--- config.mk ---
export PLATFORM = sky130hd
export DESIGN_NAME = wb_master_bridge
export DESIGN_NICKNAME = d
export VERILOG_FILES = /design/src/rtl/mem_msg_pkg.sv /design/src/rtl/wb_pkg.sv /design/src/rtl/fwd_stream_pump.sv /design/src/rtl/rev_stream_pump.sv /design/src/rtl/rev_fifo.sv /design/src/rtl/bus_pack.sv /design/src/rtl/wb_master_bridge.sv
export VERILOG_INCLUDE_DIRS = /design/src /design/src/include
export SDC_FILE = /design/constraint.sdc
export NUM_CORES = 1
export LEC_CHECK = 0
export BUFFER_PORTS_ARGS = -buffer_cell sky130_fd_sc_hd__buf_2
export CAP_MARGIN = 20
export CORE_ASPECT_RATIO = 0.6
export CORE_MARGIN = 8
export CORE_UTILIZATION = 46
export CTS_CLUSTER_DIAMETER = 150
export DETAILED_ROUTE_END_ITERATION = 8
export PLACE_DENSITY_LB_ADDON = 0.2
export SLEW_MARGIN = 20
export SYNTH_ARGS = -nofsm -noshare
export SYNTH_HDL_FRONTEND = slang
export SYNTH_SLANG_ARGS = --single-unit
--- constraint.sdc ---
create_clock -name clk_i -period 4.7 [get_ports clk_i]
set_input_delay 1.41 -clock clk_i [delete_from_list [all_inputs] [get_ports clk_i]]
set_output_delay 1.41 -clock clk_i [all_outputs]
set_load 0.05 [all_outputs]
--- src/include/bridge_settings.svh ---
// bridge widths, beat offset, return FIFO depth and response entry width
`ifndef BRIDGE_SETTINGS_SVH
`define BRIDGE_SETTINGS_SVH

// physical byte address
`define BRIDGE_PADDR_WIDTH 32

// one Wishbone data word
`define BRIDGE_DATA_WIDTH 64

// largest command, 16 beats of 64 bits
`define BRIDGE_BLOCK_WIDTH 1024

// byte offset bits within a bus word
`define BRIDGE_BUS_OFFSET_WIDTH 3

// return FIFO depth must stay a power of two
`define BRIDGE_REV_FIFO_ELS 4
`define BRIDGE_REV_FIFO_PTR_WIDTH 2

// type, address, size, data and last of one response
`define BRIDGE_REV_ENTRY_WIDTH (1 + `BRIDGE_PADDR_WIDTH + 3 + `BRIDGE_DATA_WIDTH + 1)
`endif

--- src/rtl/mem_msg_pkg.sv ---
// memory-message types: message type, size, address, data, beat count, response entry
`default_nettype none

`include "bridge_settings.svh"

package mem_msg_pkg;

  typedef logic [`BRIDGE_PADDR_WIDTH-1:0] paddr_t;
  typedef logic [`BRIDGE_DATA_WIDTH-1:0] data_t;

  // beat index inside the largest command
  typedef logic [$clog2(`BRIDGE_BLOCK_WIDTH / `BRIDGE_DATA_WIDTH)-1:0] beat_cnt_t;

  // packed response as it sits in the return FIFO
  typedef logic [`BRIDGE_REV_ENTRY_WIDTH-1:0] rev_entry_t;

  typedef enum logic [0:0] {
    e_mem_uc_rd = 1'b0,
    e_mem_uc_wr = 1'b1
  } msg_type_e;

  // log2 of the byte count
  typedef enum logic [2:0] {
    e_size_1   = 3'd0,
    e_size_2   = 3'd1,
    e_size_4   = 3'd2,
    e_size_8   = 3'd3,
    e_size_16  = 3'd4,
    e_size_32  = 3'd5,
    e_size_64  = 3'd6,
    e_size_128 = 3'd7
  } msg_size_e;

  // index of the final bus beat, also the wrap mask of a burst
  function automatic beat_cnt_t size_last_beat(msg_size_e size);
    case (size)
      e_size_16:  return beat_cnt_t'(1);
      e_size_32:  return beat_cnt_t'(3);
      e_size_64:  return beat_cnt_t'(7);
      e_size_128: return beat_cnt_t'(15);
      default:    return beat_cnt_t'(0);
    endcase
  endfunction

endpackage

`default_nettype wire

--- src/rtl/wb_pkg.sv ---
// Wishbone types: word address, byte select, cycle type and burst type
`default_nettype none

`include "bridge_settings.svh"

package wb_pkg;

  typedef logic [`BRIDGE_PADDR_WIDTH-`BRIDGE_BUS_OFFSET_WIDTH-1:0] wb_adr_t;
  typedef logic [`BRIDGE_DATA_WIDTH/8-1:0] wb_sel_t;

  typedef enum logic [2:0] {
    e_cti_classic = 3'b000,
    e_cti_incr    = 3'b010,
    e_cti_eob     = 3'b111
  } wb_cti_e;

  // linear only appears on classic cycles
  typedef enum logic [1:0] {
    e_bte_linear = 2'b00,
    e_bte_wrap4  = 2'b01,
    e_bte_wrap8  = 2'b10,
    e_bte_wrap16 = 2'b11
  } wb_bte_e;

endpackage

`default_nettype wire

--- src/rtl/fwd_stream_pump.sv ---
// command pump: header hold FSM, wrapped beat address, write data register
`default_nettype none

`include "bridge_settings.svh"

module fwd_stream_pump
  import mem_msg_pkg::*;
(
  input  wire             clk_i,
  input  wire             rst_n_i,

  input  wire msg_type_e  mem_fwd_msg_type_i,
  input  wire paddr_t     mem_fwd_addr_i,
  input  wire msg_size_e  mem_fwd_size_i,
  input  wire data_t      mem_fwd_data_i,
  input  wire             mem_fwd_last_i,
  input  wire             mem_fwd_v_i,
  output logic            mem_fwd_ready_and_o,

  output msg_type_e       fsm_msg_type_o,
  output paddr_t          fsm_addr_o,
  output msg_size_e       fsm_size_o,
  output data_t           fsm_data_o,
  output logic            fsm_last_o,
  output logic            fsm_v_o,
  input  wire             fsm_yumi_i
);

  typedef enum logic [0:0] {e_idle, e_busy} state_e;

  state_e    state_r;
  logic      ready_en_r;
  logic      data_v_r;
  beat_cnt_t cnt_r;

  msg_type_e type_r;
  paddr_t    addr_r;
  msg_size_e size_r;
  data_t     data_r;
  logic      last_r;

  logic      accept;
  logic      is_write;
  beat_cnt_t last_beat;
  beat_cnt_t word_idx;
  beat_cnt_t wrap_idx;

  assign accept    = mem_fwd_v_i & mem_fwd_ready_and_o;
  assign is_write  = (type_r == e_mem_uc_wr);
  assign last_beat = size_last_beat(size_r);
  assign word_idx  = addr_r[`BRIDGE_BUS_OFFSET_WIDTH +: $bits(beat_cnt_t)];

  // upper index bits stay, lower ones wrap inside the burst
  assign wrap_idx = (word_idx & ~last_beat) | ((word_idx + cnt_r) & last_beat);

  // one cycle of not-ready after reset
  always_comb begin
    unique case (state_r)
      e_idle:  mem_fwd_ready_and_o = ready_en_r;
      default: mem_fwd_ready_and_o = is_write & ~data_v_r;
    endcase
  end

  always_comb begin
    fsm_addr_o = addr_r;
    fsm_addr_o[`BRIDGE_BUS_OFFSET_WIDTH +: $bits(beat_cnt_t)] = wrap_idx;
  end

  assign fsm_msg_type_o = type_r;
  assign fsm_size_o     = size_r;
  assign fsm_data_o     = data_r;
  assign fsm_last_o     = is_write ? last_r : (cnt_r == last_beat);
  // reads run from the header alone, writes wait for each data word
  assign fsm_v_o        = (state_r == e_busy) & (~is_write | data_v_r);

  always_ff @(posedge clk_i) begin
    if (!rst_n_i) begin
      state_r    <= e_idle;
      ready_en_r <= 1'b0;
      data_v_r   <= 1'b0;
      cnt_r      <= '0;
    end else begin
      ready_en_r <= 1'b1;
      unique case (state_r)
        e_idle: begin
          if (accept) begin
            state_r  <= e_busy;
            cnt_r    <= '0;
            data_v_r <= 1'b1;
          end
        end
        default: begin
          if (fsm_yumi_i) begin
            cnt_r    <= cnt_r + 1'b1;
            data_v_r <= 1'b0;
            if (fsm_last_o) begin
              state_r <= e_idle;
            end
          end
          // next write word never arrives together with yumi
          if (accept) begin
            data_v_r <= 1'b1;
          end
        end
      endcase
    end
  end

  always_ff @(posedge clk_i) begin
    if (accept) begin
      data_r <= mem_fwd_data_i;
      last_r <= mem_fwd_last_i;
    end
    if (accept && (state_r == e_idle)) begin
      type_r <= mem_fwd_msg_type_i;
      addr_r <= mem_fwd_addr_i;
      size_r <= mem_fwd_size_i;
    end
  end

  // the bus side only consumes a beat that is offered
  a_yumi_needs_v: assert property (@(posedge clk_i) disable iff (!rst_n_i)
    fsm_yumi_i |-> fsm_v_o)
    else $error("fwd pump yumi without a valid beat");

endmodule

`default_nettype wire

--- src/rtl/rev_stream_pump.sv ---
// response pump: beat counter, last flag and write beat suppression
`default_nettype none

`include "bridge_settings.svh"

module rev_stream_pump
  import mem_msg_pkg::*;
(
  input  wire             clk_i,
  input  wire             rst_n_i,

  input  wire msg_type_e  fsm_msg_type_i,
  input  wire paddr_t     fsm_addr_i,
  input  wire msg_size_e  fsm_size_i,
  input  wire data_t      fsm_data_i,
  input  wire             fsm_v_i,
  output logic            fsm_ready_and_o,

  output msg_type_e       msg_msg_type_o,
  output paddr_t          msg_addr_o,
  output msg_size_e       msg_size_o,
  output data_t           msg_data_o,
  output logic            msg_last_o,
  output logic            msg_v_o,
  input  wire             msg_ready_and_i
);

  beat_cnt_t cnt_r;
  beat_cnt_t last_beat;
  logic      is_write;
  logic      beat_last;
  logic      accept;

  assign is_write  = (fsm_msg_type_i == e_mem_uc_wr);
  assign last_beat = size_last_beat(fsm_size_i);
  assign beat_last = (cnt_r == last_beat);

  // a write answers once, on its final beat
  assign msg_v_o = fsm_v_i & (~is_write | beat_last);

  // dropped write beats need no room downstream
  assign fsm_ready_and_o = msg_ready_and_i | (is_write & ~beat_last);
  assign accept          = fsm_v_i & fsm_ready_and_o;

  assign msg_msg_type_o = fsm_msg_type_i;
  assign msg_addr_o     = fsm_addr_i;
  assign msg_size_o     = fsm_size_i;
  assign msg_last_o     = beat_last;
  assign msg_data_o     = is_write ? '0 : fsm_data_i;

  // counts in step with the command pump, both advance on the same ack
  always_ff @(posedge clk_i) begin
    if (!rst_n_i) begin
      cnt_r <= '0;
    end else if (accept) begin
      if (beat_last) begin
        cnt_r <= '0;
      end else begin
        cnt_r <= cnt_r + 1'b1;
      end
    end
  end

endmodule

`default_nettype wire

--- src/rtl/rev_fifo.sv ---
// return FIFO: circular buffer with read and write pointers and a count
`default_nettype none

`include "bridge_settings.svh"

module rev_fifo
  import mem_msg_pkg::*;
(
  input  wire             clk_i,
  input  wire             rst_n_i,

  input  wire rev_entry_t data_i,
  input  wire             v_i,
  output logic            ready_o,

  output rev_entry_t      data_o,
  output logic            v_o,
  input  wire             yumi_i
);

  rev_entry_t                            mem_r [`BRIDGE_REV_FIFO_ELS];
  logic [`BRIDGE_REV_FIFO_PTR_WIDTH-1:0] wr_ptr_r;
  logic [`BRIDGE_REV_FIFO_PTR_WIDTH-1:0] rd_ptr_r;
  logic [`BRIDGE_REV_FIFO_PTR_WIDTH:0]   count_r;
  logic                                  push;
  logic                                  pop;

  // both flags come from the count register only
  assign ready_o = (count_r != `BRIDGE_REV_FIFO_ELS);
  assign v_o     = (count_r != '0);
  assign data_o  = mem_r[rd_ptr_r];

  assign push = v_i & ready_o;
  assign pop  = yumi_i & v_o;

  always_ff @(posedge clk_i) begin
    if (!rst_n_i) begin
      wr_ptr_r <= '0;
      rd_ptr_r <= '0;
      count_r  <= '0;
    end else begin
      if (push) begin
        wr_ptr_r <= wr_ptr_r + 1'b1;
      end
      if (pop) begin
        rd_ptr_r <= rd_ptr_r + 1'b1;
      end
      unique case ({push, pop})
        2'b10:   count_r <= count_r + 1'b1;
        2'b01:   count_r <= count_r - 1'b1;
        default: count_r <= count_r;
      endcase
    end
  end

  always_ff @(posedge clk_i) begin
    if (push) begin
      mem_r[wr_ptr_r] <= data_i;
    end
  end

  // the bridge holds stb low while full, so no response shows up then
  a_no_push_full: assert property (@(posedge clk_i) disable iff (!rst_n_i)
    (count_r == `BRIDGE_REV_FIFO_ELS) |-> !v_i)
    else $error("response offered to a full return FIFO");

  a_no_pop_empty: assert property (@(posedge clk_i) disable iff (!rst_n_i)
    yumi_i |-> v_o)
    else $error("return FIFO popped while empty");

endmodule

`default_nettype wire

--- src/rtl/bus_pack.sv ---
// read data packer: replicates 1, 2 or 4 addressed bytes over the bus word
`default_nettype none

`include "bridge_settings.svh"

module bus_pack
  import mem_msg_pkg::*;
(
  input  wire data_t                         data_i,
  input  wire [`BRIDGE_BUS_OFFSET_WIDTH-1:0] offset_i,
  input  wire msg_size_e                     size_i,
  output data_t                              data_o
);

  // narrow sizes are aligned, so the low offset bits drop out
  always_comb begin
    unique case (size_i)
      e_size_1: begin
        data_o = {8{data_i[{offset_i, 3'b000} +: 8]}};
      end
      e_size_2: begin
        data_o = {4{data_i[{offset_i[2:1], 4'b0000} +: 16]}};
      end
      e_size_4: begin
        data_o = {2{data_i[{offset_i[2], 5'b00000} +: 32]}};
      end
      default: begin
        data_o = data_i;
      end
    endcase
  end

endmodule

`default_nettype wire

--- src/rtl/wb_master_bridge.sv ---
// top: Wishbone B4 master control, pumps, return FIFO and read data packer
`default_nettype none

`include "bridge_settings.svh"

module wb_master_bridge
  import mem_msg_pkg::*;
  import wb_pkg::*;
(
  input  wire             clk_i,
  input  wire             rst_n_i,

  input  wire msg_type_e  mem_fwd_msg_type_i,
  input  wire paddr_t     mem_fwd_addr_i,
  input  wire msg_size_e  mem_fwd_size_i,
  input  wire data_t      mem_fwd_data_i,
  input  wire             mem_fwd_last_i,
  input  wire             mem_fwd_v_i,
  output logic            mem_fwd_ready_and_o,

  output msg_type_e       mem_rev_msg_type_o,
  output paddr_t          mem_rev_addr_o,
  output msg_size_e       mem_rev_size_o,
  output data_t           mem_rev_data_o,
  output logic            mem_rev_last_o,
  output logic            mem_rev_v_o,
  input  wire             mem_rev_ready_and_i,

  output wb_adr_t         adr_o,
  output data_t           dat_o,
  output logic            cyc_o,
  output logic            stb_o,
  output wb_sel_t         sel_o,
  output logic            we_o,
  output wb_cti_e         cti_o,
  output wb_bte_e         bte_o,
  input  wire data_t      dat_i,
  input  wire             ack_i
);

  msg_type_e pump_type;
  paddr_t    pump_addr;
  msg_size_e pump_size;
  data_t     pump_data;
  logic      pump_last;
  logic      pump_v;
  logic      pump_yumi;

  logic      rev_v;
  logic      rev_ready;
  data_t     rev_data;

  msg_type_e rev_msg_type;
  paddr_t    rev_msg_addr;
  msg_size_e rev_msg_size;
  data_t     rev_msg_data;
  logic      rev_msg_last;
  logic      rev_msg_v;
  logic      rev_msg_ready;

  rev_entry_t rev_entry_li;
  rev_entry_t rev_entry_lo;
  logic       rev_type_bit;
  logic [2:0] rev_size_bits;

  logic [`BRIDGE_BUS_OFFSET_WIDTH-1:0] byte_offset;
  logic [`BRIDGE_BUS_OFFSET_WIDTH-1:0] align_mask;
  beat_cnt_t                           last_beat;

  fwd_stream_pump pump_in (
    .clk_i               (clk_i),
    .rst_n_i             (rst_n_i),
    .mem_fwd_msg_type_i  (mem_fwd_msg_type_i),
    .mem_fwd_addr_i      (mem_fwd_addr_i),
    .mem_fwd_size_i      (mem_fwd_size_i),
    .mem_fwd_data_i      (mem_fwd_data_i),
    .mem_fwd_last_i      (mem_fwd_last_i),
    .mem_fwd_v_i         (mem_fwd_v_i),
    .mem_fwd_ready_and_o (mem_fwd_ready_and_o),
    .fsm_msg_type_o      (pump_type),
    .fsm_addr_o          (pump_addr),
    .fsm_size_o          (pump_size),
    .fsm_data_o          (pump_data),
    .fsm_last_o          (pump_last),
    .fsm_v_o             (pump_v),
    .fsm_yumi_i          (pump_yumi)
  );

  rev_stream_pump pump_out (
    .clk_i           (clk_i),
    .rst_n_i         (rst_n_i),
    .fsm_msg_type_i  (pump_type),
    .fsm_addr_i      (pump_addr),
    .fsm_size_i      (pump_size),
    .fsm_data_i      (rev_data),
    .fsm_v_i         (rev_v),
    .fsm_ready_and_o (rev_ready),
    .msg_msg_type_o  (rev_msg_type),
    .msg_addr_o      (rev_msg_addr),
    .msg_size_o      (rev_msg_size),
    .msg_data_o      (rev_msg_data),
    .msg_last_o      (rev_msg_last),
    .msg_v_o         (rev_msg_v),
    .msg_ready_and_i (rev_msg_ready)
  );

  assign rev_entry_li = {rev_msg_type, rev_msg_addr, rev_msg_size, rev_msg_data, rev_msg_last};

  rev_fifo return_fifo (
    .clk_i   (clk_i),
    .rst_n_i (rst_n_i),
    .data_i  (rev_entry_li),
    .v_i     (rev_msg_v),
    .ready_o (rev_msg_ready),
    .data_o  (rev_entry_lo),
    .v_o     (mem_rev_v_o),
    .yumi_i  (mem_rev_ready_and_i & mem_rev_v_o)
  );

  assign {rev_type_bit, mem_rev_addr_o, rev_size_bits, mem_rev_data_o, mem_rev_last_o} =
    rev_entry_lo;
  assign mem_rev_msg_type_o = msg_type_e'(rev_type_bit);
  assign mem_rev_size_o     = msg_size_e'(rev_size_bits);

  assign byte_offset = pump_addr[`BRIDGE_BUS_OFFSET_WIDTH-1:0];

  bus_pack read_pack (
    .data_i   (dat_i),
    .offset_i (byte_offset),
    .size_i   (pump_size),
    .data_o   (rev_data)
  );

  // strobe only when the response has somewhere to go
  assign cyc_o     = pump_v;
  assign stb_o     = pump_v & rev_ready;
  assign pump_yumi = ack_i & cyc_o & stb_o;
  // response path sees the ack only while a beat is pending
  assign rev_v     = pump_v & ack_i;

  assign adr_o     = pump_addr[`BRIDGE_PADDR_WIDTH-1:`BRIDGE_BUS_OFFSET_WIDTH];
  assign dat_o     = pump_data;
  assign we_o      = (pump_type == e_mem_uc_wr);
  assign last_beat = size_last_beat(pump_size);

  always_comb begin
    unique case (pump_size)
      e_size_1: sel_o = wb_sel_t'(8'h01) << byte_offset;
      e_size_2: sel_o = wb_sel_t'(8'h03) << byte_offset;
      e_size_4: sel_o = wb_sel_t'(8'h0F) << byte_offset;
      default:  sel_o = wb_sel_t'(8'hFF);
    endcase

    // only wrapped bursts, everything else runs as classic cycles
    unique case (last_beat)
      beat_cnt_t'(3):  bte_o = e_bte_wrap4;
      beat_cnt_t'(7):  bte_o = e_bte_wrap8;
      beat_cnt_t'(15): bte_o = e_bte_wrap16;
      default:         bte_o = e_bte_linear;
    endcase

    if (bte_o == e_bte_linear) begin
      cti_o = e_cti_classic;
    end else if (pump_last) begin
      cti_o = e_cti_eob;
    end else begin
      cti_o = e_cti_incr;
    end
  end

  // alignment follows the size, capped at one bus word
  assign align_mask = (mem_fwd_size_i >= e_size_8) ? 3'b111
                    : 3'((4'b0001 << mem_fwd_size_i) - 4'b0001);

  a_cmd_aligned: assert property (@(posedge clk_i) disable iff (!rst_n_i)
    (mem_fwd_v_i && mem_fwd_ready_and_o) |-> ((mem_fwd_addr_i[2:0] & align_mask) == '0))
    else $error("command address not aligned to its size");

  a_cmd_uncached: assert property (@(posedge clk_i) disable iff (!rst_n_i)
    mem_fwd_v_i |-> (!$isunknown(mem_fwd_msg_type_i)
      && (mem_fwd_msg_type_i inside {e_mem_uc_rd, e_mem_uc_wr})))
    else $error("command type must be an uncached read or write");

endmodule

`default_nettype wire

==> results.md <==
* Vias/cell at 5.61
* Vias in the first global route at 12020
* Maximum vdd drop at 0.238 mV
* PnR worst setup slack at 0.524 ns
* Fmax achieved at 0.239 GHz
* H-tree depth at 2
* Clock root cell: clkbuf_16
* PostCTS Resize Cnt at 0
* RSZ-0062 raised after global routing: no
* Wire per inst at 25.7 um
* Via Count at 12143
* Remaining Overflow, GRT at 0
* Inst Count DP at 2074
* HPWL Detailed at 38200 um
* Clock buffer depth at 3
* Internal Pwr Total at 7540 uW
* TritonCTS Buffers at 47
* Clock Latency Late Sink at 0.56 ns
* Switching Share at 24.3%
* Metal2 WL at 26400 um
* Psw at 2420 uW
* Final hold viol count at 0
* Data arrival, critical path at 2.77 ns
* Routability cong. at 0.847
* CTS tree: yes
* Post-synth top flop: edfxtp_1
* Sequential share of power at 52.8%
* Leading cell types in the layout, fill and taps excluded: 505 x edfxtp_1, 381 x buf_2, 133 x mux4_2
* Critical Path RT at 3.29 ns
* Pre-CTS setup slack at 0.846 ns
* Max-slew headroom at 35.4%
* Area Overhead vs Synth at 18.7%
* Reg clk slew, reported paths at 0.07 ns
* Antenna violations before repair at 9
* Post-Syn Area at 21600 um^2
* Actual slew at the worst max-slew pin at 0.967 ns
* Crit Path Category: register to output port
* Period utilisation layout at 88.8%
* ANT nets after route at 0
* Layout net count at 1675
* Routed wl met3 at 3630 um
* GRT Overall Usage at 19.8%
* Routed wire length at 55600 um
* Sequential share of the synthesized area at 71.9%
* Setup Viol. Count Final at 0
* Largest net degree at the start of global routing at 97
* Die Wd at 296 um
* DRC errors left at 0
* Post CTS Setup Buffer Count at 0
* Row cnt at 61
* Post-Synthesis Cells at 1119
* Die ar. at 54500 um^2
* Crit Path Max Fanout at 7
* Hold Crit Class: register to register
* Crit. End Element: output port
* Non-filler cells, final at 2163
* Clk pwr share at 36.8%
* I/O pin total at 382
* DRT iter0 DRCs at 1122
* FF-to-FF setup slack at 1.33 ns
* Post-Syn Nets at 1301
* Core Area at 46400 um^2
* Detailed-router iteration count before antenna repair at 6
* Max-Cap Viols at 0
* Startpoint Class: register
* Asr flop ratio synth at 0%
* Post-synth EDFFs at 505
* Number of I/O port buffers at 381
* Clk_skew at 0.0222 ns
* # clock sinks at 525
* Final Critical Period at 4.18 ns
* Commonest non-fill, non-tap cell in the layout: edfxtp_1
* Status: completed
* Top routing layer in use: met5
* Global-route wire length before repair at 80700 um
* Die H at 184 um
* Comb pwr share at 10.4%
* Synth warnings at 0
* Layout cells sized above 1 at 42.5%
* Slew Limit Fails at 0
* Power Dens Cells at 388 nW/um^2
* Cell variety after synth at 56
* Lkg Pwr at 0.00876 uW
* Met1 Wirelength at 24800 um
* Syn Area/Cell at 19.3 um^2
* Hold buffer count at CTS at 0
* Setup TNS at 0 ns
* Initial Utilization at 46.6%
* Register bit total from synthesis at 525
==> layer usage <==
layer	global-route usage, %	vias up
met5	0	-
met4	3.68	2
met3	4.22	63
met2	30.8	386
met1	29.2	6376
li1	-	5316
==> layout make-up <==
cell class              instances  area [um^2]
multi-input cells             482         5520
clock buffers                  58         1220
flip-flops and latches        525        15600
inverters                      18         67.6
fillers                      3737        20700
diodes                          4         10.0
repair buffers                419         2290
clock inverters                27          216
well taps                     630          788
==> synthesized netlist by cell type, drive strengths merged (14+ instances only) <==
master / number / area share, %
a21oi: 17 / 0.39
mux2: 42 / 2.2
mux4: 133 / 14
nand2: 66 / 1.2
o21a: 66 / 2.3
edfxtp: 505 / 70
a41oi: 32 / 1.3
nor2: 14 / 0.25
buf: 57 / 1.8
dfxtp: 20 / 1.8
inv: 17 / 0.29
o21ai: 15 / 0.36
clkbuf: 37 / 0.64
==> per-stage QoR <==
| step | hold slack (ns) | util [%] | total power [uW] | cell area [um^2] |
|---|---|---|---|---|
| finish | 0.504 | 55.3 | 9960 | 25700 |
| global route | 0.520 | 55.3 | 10300 | 25700 |
| CTS | 0.498 | 55.3 | 10100 | 25700 |
| detailed placement | 0.488 | 52.2 | 6400 | 24200 |
| global placement | 0.489 | 52.2 | 6390 | 24200 |
| floorplan | 0.462 | - | 6070 | 21600 |
==> power by group through the flow <==
stage | combinational, uW | sequential, uW | clock [uW]
final | 1030 | 5260 | 3670
after global routing | 1090 | 5270 | 3950
after CTS | 1040 | 5260 | 3760
after detailed placement | 1030 | 5360 | 0
after global placement | 1030 | 5360 | 0
after floorplan | 624 | 5450 | 0
==> state kept, by name (all words and copies together), names as in the netlist, named ones only <==
signal / cells
pump_in.addr_r: 32
pump_out.cnt_r: 4
pump_in.state_r: 1
pump_in.data_v_r: 1
pump_in.fsm_data_o: 64
pump_in.fsm_size_o: 3
pump_in.fsm_msg_type_o: 1
return_fifo.rd_ptr_r: 2
pump_in.last_r: 1
pump_in.ready_en_r: 1
return_fifo.wr_ptr_r: 2
pump_in.cnt_r: 4
return_fifo.mem_r: 404
return_fifo.count_r: 3
==> path summary, 6_finish.rpt <==
path | depth (start not counted) | startpoint | to
max | 5 | pump_in.cnt_r[0] | adr_o[1]
min | 2 | return_fifo.count_r[2] | return_fifo.count_r[2]
max reg2reg | 7 | pump_in.fsm_size_o[0] | return_fifo.mem_r[3][20]
min reg2reg | 2 | return_fifo.count_r[2] | return_fifo.count_r[2]
==> worst max-delay path, cell delays in order, from the launching register on <==
cell     delay [ns]
dfxtp_1        0.45
ha_1           0.22
inv_1          0.06
fa_1           0.43
o21ai_0        0.63
buf_2          0.40
==> kinds of logic (layout without fill, tap and decap cells) <==
kind of cell    count (synthesis)  after routing  synth area share [%]
other cells                     0              4                     0
xor+xnor                       10             10                 0.405
simple gates                  124            124                  2.70
fa+ha+maj                      12             12                 0.763
flops                         525            525                  71.9
mux                           177            177                  16.1
compound gates                159            159                  5.38
buf+inv                       112            522                  2.72
Power figures use the tool's default switching activity.
